`src/core_pkg.sv`:
```
package core_pkg;

  // data, address and pc width
  typedef logic [31:0] word_t;

  // register index
  typedef logic [4:0] reg_addr_t;

  // one enable bit per byte lane
  typedef logic [3:0] byte_mask_t;

  localparam word_t RESET_PC = 32'h8000_0000;

  // major opcodes of the supported subset
  typedef enum logic [6:0] {
    OP_LOAD  = 7'b000_0011,
    OP_IMM   = 7'b001_0011,
    OP_AUIPC = 7'b001_0111,
    OP_STORE = 7'b010_0011,
    OP_LUI   = 7'b011_0111,
    OP_JALR  = 7'b110_0111,
    OP_JAL   = 7'b110_1111
  } opcode_e;

  // funct3 of loads, stores use the first three
  typedef enum logic [2:0] {
    MEM_B  = 3'b000,
    MEM_H  = 3'b001,
    MEM_W  = 3'b010,
    MEM_BU = 3'b100,
    MEM_HU = 3'b101
  } mem_size_e;

  // register write-back source
  typedef enum logic [1:0] {
    WB_ALU,
    WB_LINK,
    WB_LOAD
  } wb_sel_e;

  // first adder operand
  typedef enum logic [1:0] {
    OPA_RS1,
    OPA_PC,
    OPA_ZERO
  } op_a_sel_e;

  // immediate formats
  typedef enum logic [2:0] {
    IMM_NONE,
    IMM_I,
    IMM_S,
    IMM_U,
    IMM_J
  } imm_kind_e;

endpackage

```
`src/core_top.sv`:
```
`timescale 1ns/10ps

module core_top #(
  parameter core_pkg::word_t reset_pc = core_pkg::RESET_PC
) (
  input  logic                 clk,
  input  logic                 rst,
  input  core_pkg::word_t      inst,
  output core_pkg::word_t      pc,
  output core_pkg::word_t      dmem_addr,
  output core_pkg::word_t      dmem_wdata,
  output logic                 dmem_ren,
  output logic                 dmem_wen,
  output core_pkg::byte_mask_t dmem_wmask,
  input  core_pkg::word_t      dmem_rdata
);

  import core_pkg::*;

  reg_addr_t rs1_addr;
  reg_addr_t rs2_addr;
  reg_addr_t rd_addr;
  word_t     imm;
  op_a_sel_e op_a_sel;
  wb_sel_e   wb_sel;
  logic      reg_wen;
  logic      mem_ren;
  logic      mem_wen;
  mem_size_e mem_size;
  word_t     rs1_data;
  word_t     rs2_data;
  logic      rf_wen;
  reg_addr_t rf_waddr;
  word_t     rf_wdata;

  inst_decode inst_decode_inst (
    .inst    (inst),
    .rs1_addr(rs1_addr),
    .rs2_addr(rs2_addr),
    .rd_addr (rd_addr),
    .imm     (imm),
    .op_a_sel(op_a_sel),
    .wb_sel  (wb_sel),
    .reg_wen (reg_wen),
    .mem_ren (mem_ren),
    .mem_wen (mem_wen),
    .mem_size(mem_size)
  );

  reg_file reg_file_inst (
    .clk     (clk),
    .wen     (rf_wen),
    .waddr   (rf_waddr),
    .wdata   (rf_wdata),
    .rs1_addr(rs1_addr),
    .rs2_addr(rs2_addr),
    .rs1_data(rs1_data),
    .rs2_data(rs2_data)
  );

  exec_unit #(
    .reset_pc(reset_pc)
  ) exec_unit_inst (
    .clk       (clk),
    .rst       (rst),
    .imm       (imm),
    .rs1_data  (rs1_data),
    .rs2_data  (rs2_data),
    .op_a_sel  (op_a_sel),
    .wb_sel    (wb_sel),
    .reg_wen   (reg_wen),
    .mem_ren   (mem_ren),
    .mem_wen   (mem_wen),
    .mem_size  (mem_size),
    .rd_addr   (rd_addr),
    .pc        (pc),
    .rf_wen    (rf_wen),
    .rf_waddr  (rf_waddr),
    .rf_wdata  (rf_wdata),
    .dmem_addr (dmem_addr),
    .dmem_wdata(dmem_wdata),
    .dmem_ren  (dmem_ren),
    .dmem_wen  (dmem_wen),
    .dmem_wmask(dmem_wmask),
    .dmem_rdata(dmem_rdata)
  );

endmodule

```
`src/exec_unit.sv`:
```
`timescale 1ns/10ps

module exec_unit #(
  parameter core_pkg::word_t reset_pc = core_pkg::RESET_PC
) (
  input  logic                 clk,
  input  logic                 rst,
  input  core_pkg::word_t      imm,
  input  core_pkg::word_t      rs1_data,
  input  core_pkg::word_t      rs2_data,
  input  core_pkg::op_a_sel_e  op_a_sel,
  input  core_pkg::wb_sel_e    wb_sel,
  input  logic                 reg_wen,
  input  logic                 mem_ren,
  input  logic                 mem_wen,
  input  core_pkg::mem_size_e  mem_size,
  input  core_pkg::reg_addr_t  rd_addr,
  output core_pkg::word_t      pc,
  output logic                 rf_wen,
  output core_pkg::reg_addr_t  rf_waddr,
  output core_pkg::word_t      rf_wdata,
  output core_pkg::word_t      dmem_addr,
  output core_pkg::word_t      dmem_wdata,
  output logic                 dmem_ren,
  output logic                 dmem_wen,
  output core_pkg::byte_mask_t dmem_wmask,
  input  core_pkg::word_t      dmem_rdata
);

  import core_pkg::*;

  word_t      op_a;
  word_t      sum;
  word_t      static_pc;
  word_t      next_pc;
  word_t      load_result;
  byte_mask_t lane_mask;

  always_comb begin
    case (op_a_sel)
      OPA_PC:   op_a = pc;
      OPA_ZERO: op_a = '0;
      default:  op_a = rs1_data;
    endcase
  end

  // one adder for addresses, targets and addi/lui/auipc
  assign sum       = op_a + imm;
  assign static_pc = pc + 32'd4;

  // jumps are the only link writers, bit 0 cleared for jalr
  assign next_pc = (wb_sel == WB_LINK) ? {sum[31:1], 1'b0} : static_pc;

  always_ff @(posedge clk) begin
    if (rst) begin
      pc <= reset_pc;
    end else begin
      pc <= next_pc;
    end
  end

  load_store_unit lsu_inst (
    .addr_low   (sum[1:0]),
    .mem_size   (mem_size),
    .store_data (rs2_data),
    .load_word  (dmem_rdata),
    .wmask      (lane_mask),
    .lane_wdata (dmem_wdata),
    .load_result(load_result)
  );

  assign dmem_addr  = sum;
  assign dmem_ren   = mem_ren;
  assign dmem_wen   = mem_wen;
  assign dmem_wmask = mem_wen ? lane_mask : '0;

  // write-back
  assign rf_wen   = reg_wen;
  assign rf_waddr = rd_addr;
  always_comb begin
    case (wb_sel)
      WB_LINK: rf_wdata = static_pc;
      WB_LOAD: rf_wdata = load_result;
      default: rf_wdata = sum;
    endcase
  end

endmodule

```
`src/inst_decode.sv`:
```
`timescale 1ns/10ps

module inst_decode (
  input  core_pkg::word_t     inst,
  output core_pkg::reg_addr_t rs1_addr,
  output core_pkg::reg_addr_t rs2_addr,
  output core_pkg::reg_addr_t rd_addr,
  output core_pkg::word_t     imm,
  output core_pkg::op_a_sel_e op_a_sel,
  output core_pkg::wb_sel_e   wb_sel,
  output logic                reg_wen,
  output logic                mem_ren,
  output logic                mem_wen,
  output core_pkg::mem_size_e mem_size
);

  import core_pkg::*;

  opcode_e    opcode;
  logic [2:0] funct3;
  imm_kind_e  imm_kind;

  // fixed field positions
  assign opcode   = opcode_e'(inst[6:0]);
  assign rd_addr  = inst[11:7];
  assign funct3   = inst[14:12];
  assign rs1_addr = inst[19:15];
  assign rs2_addr = inst[24:20];

  // control levels per opcode
  always_comb begin
    imm_kind = IMM_NONE;
    op_a_sel = OPA_RS1;
    wb_sel   = WB_ALU;
    reg_wen  = 1'b0;
    mem_ren  = 1'b0;
    mem_wen  = 1'b0;
    mem_size = MEM_W;
    case (opcode)
      OP_IMM: begin
        imm_kind = IMM_I;
        // only addi of the op-imm group is implemented
        reg_wen  = (funct3 == 3'b000);
      end
      OP_LUI: begin
        imm_kind = IMM_U;
        op_a_sel = OPA_ZERO;
        reg_wen  = 1'b1;
      end
      OP_AUIPC: begin
        imm_kind = IMM_U;
        op_a_sel = OPA_PC;
        reg_wen  = 1'b1;
      end
      OP_JAL: begin
        imm_kind = IMM_J;
        op_a_sel = OPA_PC;
        wb_sel   = WB_LINK;
        reg_wen  = 1'b1;
      end
      OP_JALR: begin
        imm_kind = IMM_I;
        wb_sel   = WB_LINK;
        reg_wen  = 1'b1;
      end
      OP_LOAD: begin
        imm_kind = IMM_I;
        wb_sel   = WB_LOAD;
        reg_wen  = 1'b1;
        mem_ren  = 1'b1;
        mem_size = mem_size_e'(funct3);
      end
      OP_STORE: begin
        imm_kind = IMM_S;
        mem_wen  = 1'b1;
        mem_size = mem_size_e'(funct3);
      end
      default: begin
        // unknown opcode, behaves as a nop
        imm_kind = IMM_NONE;
      end
    endcase
  end

  // sign-extended immediates
  always_comb begin
    case (imm_kind)
      IMM_I:   imm = {{20{inst[31]}}, inst[31:20]};
      IMM_S:   imm = {{20{inst[31]}}, inst[31:25], inst[11:7]};
      IMM_U:   imm = {inst[31:12], 12'h000};
      IMM_J:   imm = {{11{inst[31]}}, inst[31], inst[19:12], inst[20], inst[30:21], 1'b0};
      default: imm = '0;
    endcase
  end

endmodule

```
`src/load_store_unit.sv`:
```
`timescale 1ns/10ps

module load_store_unit (
  input  logic [1:0]           addr_low,
  input  core_pkg::mem_size_e  mem_size,
  input  core_pkg::word_t      store_data,
  input  core_pkg::word_t      load_word,
  output core_pkg::byte_mask_t wmask,
  output core_pkg::word_t      lane_wdata,
  output core_pkg::word_t      load_result
);

  import core_pkg::*;

  word_t      load_shifted;
  logic [4:0] lane_shift;

  // bit offset of the addressed byte lane
  assign lane_shift = {addr_low, 3'b000};

  // store side, mask and lane placement
  always_comb begin
    wmask      = '0;
    lane_wdata = store_data;
    case (mem_size)
      MEM_B: begin
        wmask      = byte_mask_t'(4'b0001 << addr_low);
        lane_wdata = word_t'({24'h000000, store_data[7:0]}) << lane_shift;
      end
      MEM_H: begin
        // halfword needs an even address
        if (!addr_low[0]) begin
          wmask      = addr_low[1] ? 4'b1100 : 4'b0011;
          lane_wdata = word_t'({16'h0000, store_data[15:0]}) << lane_shift;
        end
      end
      MEM_W: begin
        if (addr_low == 2'b00) begin
          wmask = 4'b1111;
        end
      end
      default: begin
        wmask = '0;
      end
    endcase
  end

  // move the addressed lane down to bit 0
  assign load_shifted = load_word >> lane_shift;

  // load side, extract then extend
  always_comb begin
    load_result = '0;
    case (mem_size)
      MEM_B: begin
        load_result = {{24{load_shifted[7]}}, load_shifted[7:0]};
      end
      MEM_BU: begin
        load_result = {24'h000000, load_shifted[7:0]};
      end
      MEM_H: begin
        if (!addr_low[0]) begin
          load_result = {{16{load_shifted[15]}}, load_shifted[15:0]};
        end
      end
      MEM_HU: begin
        if (!addr_low[0]) begin
          load_result = {16'h0000, load_shifted[15:0]};
        end
      end
      MEM_W: begin
        if (addr_low == 2'b00) begin
          load_result = load_word;
        end
      end
      default: begin
        load_result = '0;
      end
    endcase
  end

endmodule

```
`src/reg_file.sv`:
```
`timescale 1ns/10ps

module reg_file (
  input  logic               clk,
  input  logic               wen,
  input  core_pkg::reg_addr_t waddr,
  input  core_pkg::word_t    wdata,
  input  core_pkg::reg_addr_t rs1_addr,
  input  core_pkg::reg_addr_t rs2_addr,
  output core_pkg::word_t    rs1_data,
  output core_pkg::word_t    rs2_data
);

  import core_pkg::*;

  // x1..x31, x0 is not stored
  word_t regs [1:31];

  always_ff @(posedge clk) begin
    if (wen && (waddr != '0)) begin
      regs[waddr] <= wdata;
    end
  end

  // combinational reads, old value until the edge
  always_comb begin
    if (rs1_addr == '0) begin
      rs1_data = '0;
    end else begin
      rs1_data = regs[rs1_addr];
    end
  end

  always_comb begin
    if (rs2_addr == '0) begin
      rs2_data = '0;
    end else begin
      rs2_data = regs[rs2_addr];
    end
  end

endmodule

```
`config.mk`:
```
export PLATFORM = sky130hd
export DESIGN_NAME = core_top
export DESIGN_NICKNAME = d
export VERILOG_FILES = /design/src/core_pkg.sv /design/src/core_top.sv /design/src/exec_unit.sv /design/src/inst_decode.sv /design/src/load_store_unit.sv /design/src/reg_file.sv
export SDC_FILE = /design/constraint.sdc
export NUM_CORES = 2
export LEC_CHECK = 0
export ABC_AREA = 0
export ABC_CLOCK_PERIOD_IN_PS = 7020
export BUFFER_PORTS_ARGS = -buffer_cell sky130_fd_sc_hd__buf_4
export CORE_ASPECT_RATIO = 0.9
export CORE_MARGIN = 2
export CORE_UTILIZATION = 55
export DETAILED_ROUTE_END_ITERATION = 8
export GPL_TIMING_DRIVEN = 0
export HOLD_SLACK_MARGIN = 0.05
export PLACE_DENSITY_LB_ADDON = 0.3
export SYNTH_ARGS = -nofsm -noshare
export SYNTH_HDL_FRONTEND = slang
export SYNTH_SLANG_ARGS = --single-unit
export TNS_END_PERCENT = 10
```
`constraint.sdc`:
```
create_clock -name clk -period 7.02 [get_ports clk]
set_input_delay 0.702 -clock clk [delete_from_list [all_inputs] [get_ports clk]]
set_output_delay 0.702 -clock clk [all_outputs]
set_load 0.01 [all_outputs]
```
==> results.toml <==
[worst_hold_path]
hp-class = "input port to flip-flop"
hold_depth = 3

[clocking]
cts_max_level = 3
cts_sinks = 1023
insertion_delay_ps = 720
max-clock-path-buffers = 3
clkSlewWorstSetupHoldPaths_ps = 60
holdBufCountCts = 0
cts_root_buf = "clkbuf_16"
cts_tree = "built"
numCtsBuffers = 103

[run_status]
outcome = "finished with violations"
failed_checks = "design-rule violations, max-capacitance violations, max-slew violations, negative setup slack"

[timing]
final_max_slew_viol_count = 44
finalCritPeriodShare_pct = 102.8
layout_setup_ws_ps = -194.1
max_slew.worst_pin.slew_ps = 1638
setup_viol = 13
min_period_ps = 7214
slew_headroom_pct = -9.179
timing.fmax_mhz = 138.6
fin_skew_ps = 31.69
finalHoldViolCount = 0

[routing]
drc_errors = 5
drt_iter0_drc = 7675
wire_per_inst_um = 45.42
routed_wl_um = 216600
vias = 37600
ant_nets = 0
via_per_inst = 7.887
dr.pass1.iters = 9

[critical_path]
setup.worst_path.class = "input port to output port"
critPathArrivalTime_ps = 6510
cp_max_fo = 10
cp-end-kind = "output port"
critical_path_required_ps = 6320
worst_setup_path_start_kind = "input port"
ff2ff_path_depth = 13

[synth]
synth_flop_cell = "edfxtp_1"
ys_seq_area_share_pct = 58.85
synthesis.nets = 3211
ys_ff_latch = 1023
syn_area_sq_um = 51670
yosys-top-cells-area = "edfxtp_1 (58%), mux4_2 (21%), mux2i_1 (3.1%)"
ys_warn_count = 0
netlist_instances = 3109
ys_types = 80
ys_async_sr_fraction_pct = 0
yosys.area.top_type = "edfxtp_1"
avgSynthCellArea_sq_um = 16.62
synth_top_cell_area_share_pct = 57.65
synth_edf_count = 992

[floorplanning]
start_util_pct = 55.58
top_level_ports = 168
rows = 106
dieArea_sq_um = 96420
core-area_sq_um = 92970
fp.dieH_um = 294.8
die_width_um = 327.1

[cells_and_area]
area_growth_pct = 15.58
final_cells = 4768
drive_above_1_share_pct = 32.43
fin_util_pct = 64.24
final_nets = 3537

[placement]
port-buffer-count = 155
finalWeightedCongestion = 1.040
dp.cells = 4571
dp_hpwl_um = 152800

[job]
cap_violations = 5

[global_route]
grt_max_degree = 32
gr-total-overflow = 0
grt_pass1_vias = 36460
antenna_found_initial = 14
grt.total_usage_pct = 45.19
grt_pass1_wl_um = 293800

[power]
power_mw = 14.74
ir_drop_mv = 0.2563
leakage_nw = 19.94
power_density_nw_per_um2 = 246.7
-- synth_stat cells, types with 15 or more instances --
| cell | number |
|---|---|
| mux2i_1 | 158 |
| a221oi_1 | 25 |
| a21o_1 | 35 |
| o221ai_1 | 23 |
| a211oi_1 | 50 |
| nand2_1 | 148 |
| dfxtp_1 | 31 |
| nand3_1 | 31 |
| xor2_1 | 16 |
| o21ai_0 | 74 |
| inv_1 | 38 |
| xnor2_1 | 41 |
| buf_1 | 21 |
| clkbuf_1 | 130 |
| o211ai_1 | 27 |
| buf_2 | 64 |
| nor2_1 | 152 |
| ha_1 | 35 |
| mux2_2 | 42 |
| edfxtp_1 | 992 |
| a221o_1 | 38 |
| nand2b_1 | 22 |
| mux4_2 | 486 |
| a21oi_1 | 163 |
| nor3_1 | 16 |
| and2_1 | 15 |
| o22ai_1 | 16 |
| buf_4 | 30 |
-- critical path: stages --
cell and delay [ps]:
clkbuf_1 260, nor2b_1 190, clkbuf_1 390, clkdlybuf4s15_1 1000, a221oi_1 320, nor3b_4 500
ha_1 310, inv_1 80, fa_1 460, nand2b_1 240, a2111oi_4 470, nor3b_2 170
o311a_1 350, o211ai_1 280, mux2i_2 350, and2_1 250, buf_4 160
-- path summary, 6_finish.rpt --
check,start,endpoint,slack [ps]
worst max-delay path,inst[18],dmem_addr[20],-190
worst min-delay path,dmem_rdata[5],reg_file_inst.regs[8][5],520
worst max register to register,reg_file_inst.regs[11][8],reg_file_inst.regs[15][27],1140
worst min register to register,exec_unit_inst.pc[1],exec_unit_inst.pc[1],640
-- cells by family (layout without fill, tap and decap cells) --
logic type	after synthesis	in the layout	synth area share [%]
compound gates	558	558	7.436
xor+xnor	57	57	0.9662
fa+ha+maj	36	36	0.8863
buf+inv	295	707	2.664
flops	1023	1023	58.85
mux	686	686	25.16
other cells	1	6	0.007257
simple gates	453	453	4.029
-- sequential cells by signal, summed over array words and instances (netlist names) --
| register | count |
|---|---|
| exec_unit_inst.pc | 31 |
| reg_file_inst.regs | 992 |
-- repair_timing --
action,CTS,global route
setup endpoints to repair,1065,125
resized for setup,79,62
pin swaps,5,7
buffers inserted,1,1
endpoints found under the hold margin,0,0
-- final cells by class --
class,count,area (sq um)
tap,1242,1554
fill,6392,33250
timing repair buffer,223,2511
clock buffer,125,2681
sequential,1023,30410
antenna,5,12.51
inverter,39,147.6
buffer,254,1405
multi-input combinational,1791,20380
clock inverter,66,624.3
-- report_power, final --
group / leakage, nW / internal [mW] / total (mW) / switching (mW)
logic: 9.16 / 0.757 / 2.26 / 1.51
clock network: 1.62 / 3.09 / 5.52 / 2.43
registers: 9.16 / 6.94 / 6.95 / 0.0116
total: 19.9 / 10.8 / 14.7 / 3.95
-- placed cells by master (no fill, tap or decap), drive strengths merged, types with 38 or more instances in the layout --
cell,Yosys,routed
nor2,152,152
clkinv,1,49
clkbuf,131,261
inv,38,45
mux2i,158,158
edfxtp,992,992
a221o,38,38
mux4,486,486
nand2,148,148
a21oi,163,163
o21ai,82,82
buf,125,336
a211oi,51,51
xnor2,41,41
mux2,42,42
-- stage by stage --
stage	setup TNS, ps	setup WS, ps	hold WS (ps)	area, sq um
after global routing	-46.04	-36.82	555.1	59710
after floorplan	0	466.9	535.6	51670
final	-768.3	-194.1	522.2	59720
after global placement	-3355140	-4479	589.2	54390
after detailed placement	-1741460	-2823	599.6	56070
after CTS	0	8.304	500.8	59600
-- metal layers --
metal / up-vias / GRT usage, % / routed length (um)
met5: - / 0 / 351
met4: 18 / 28.08 / 17820
met3: 996 / 22.04 / 38950
met2: 4032 / 64.01 / 90560
met1: 18890 / 55.78 / 68880
li1: 13670 / - / -
Power figures use the tool's default switching activity.
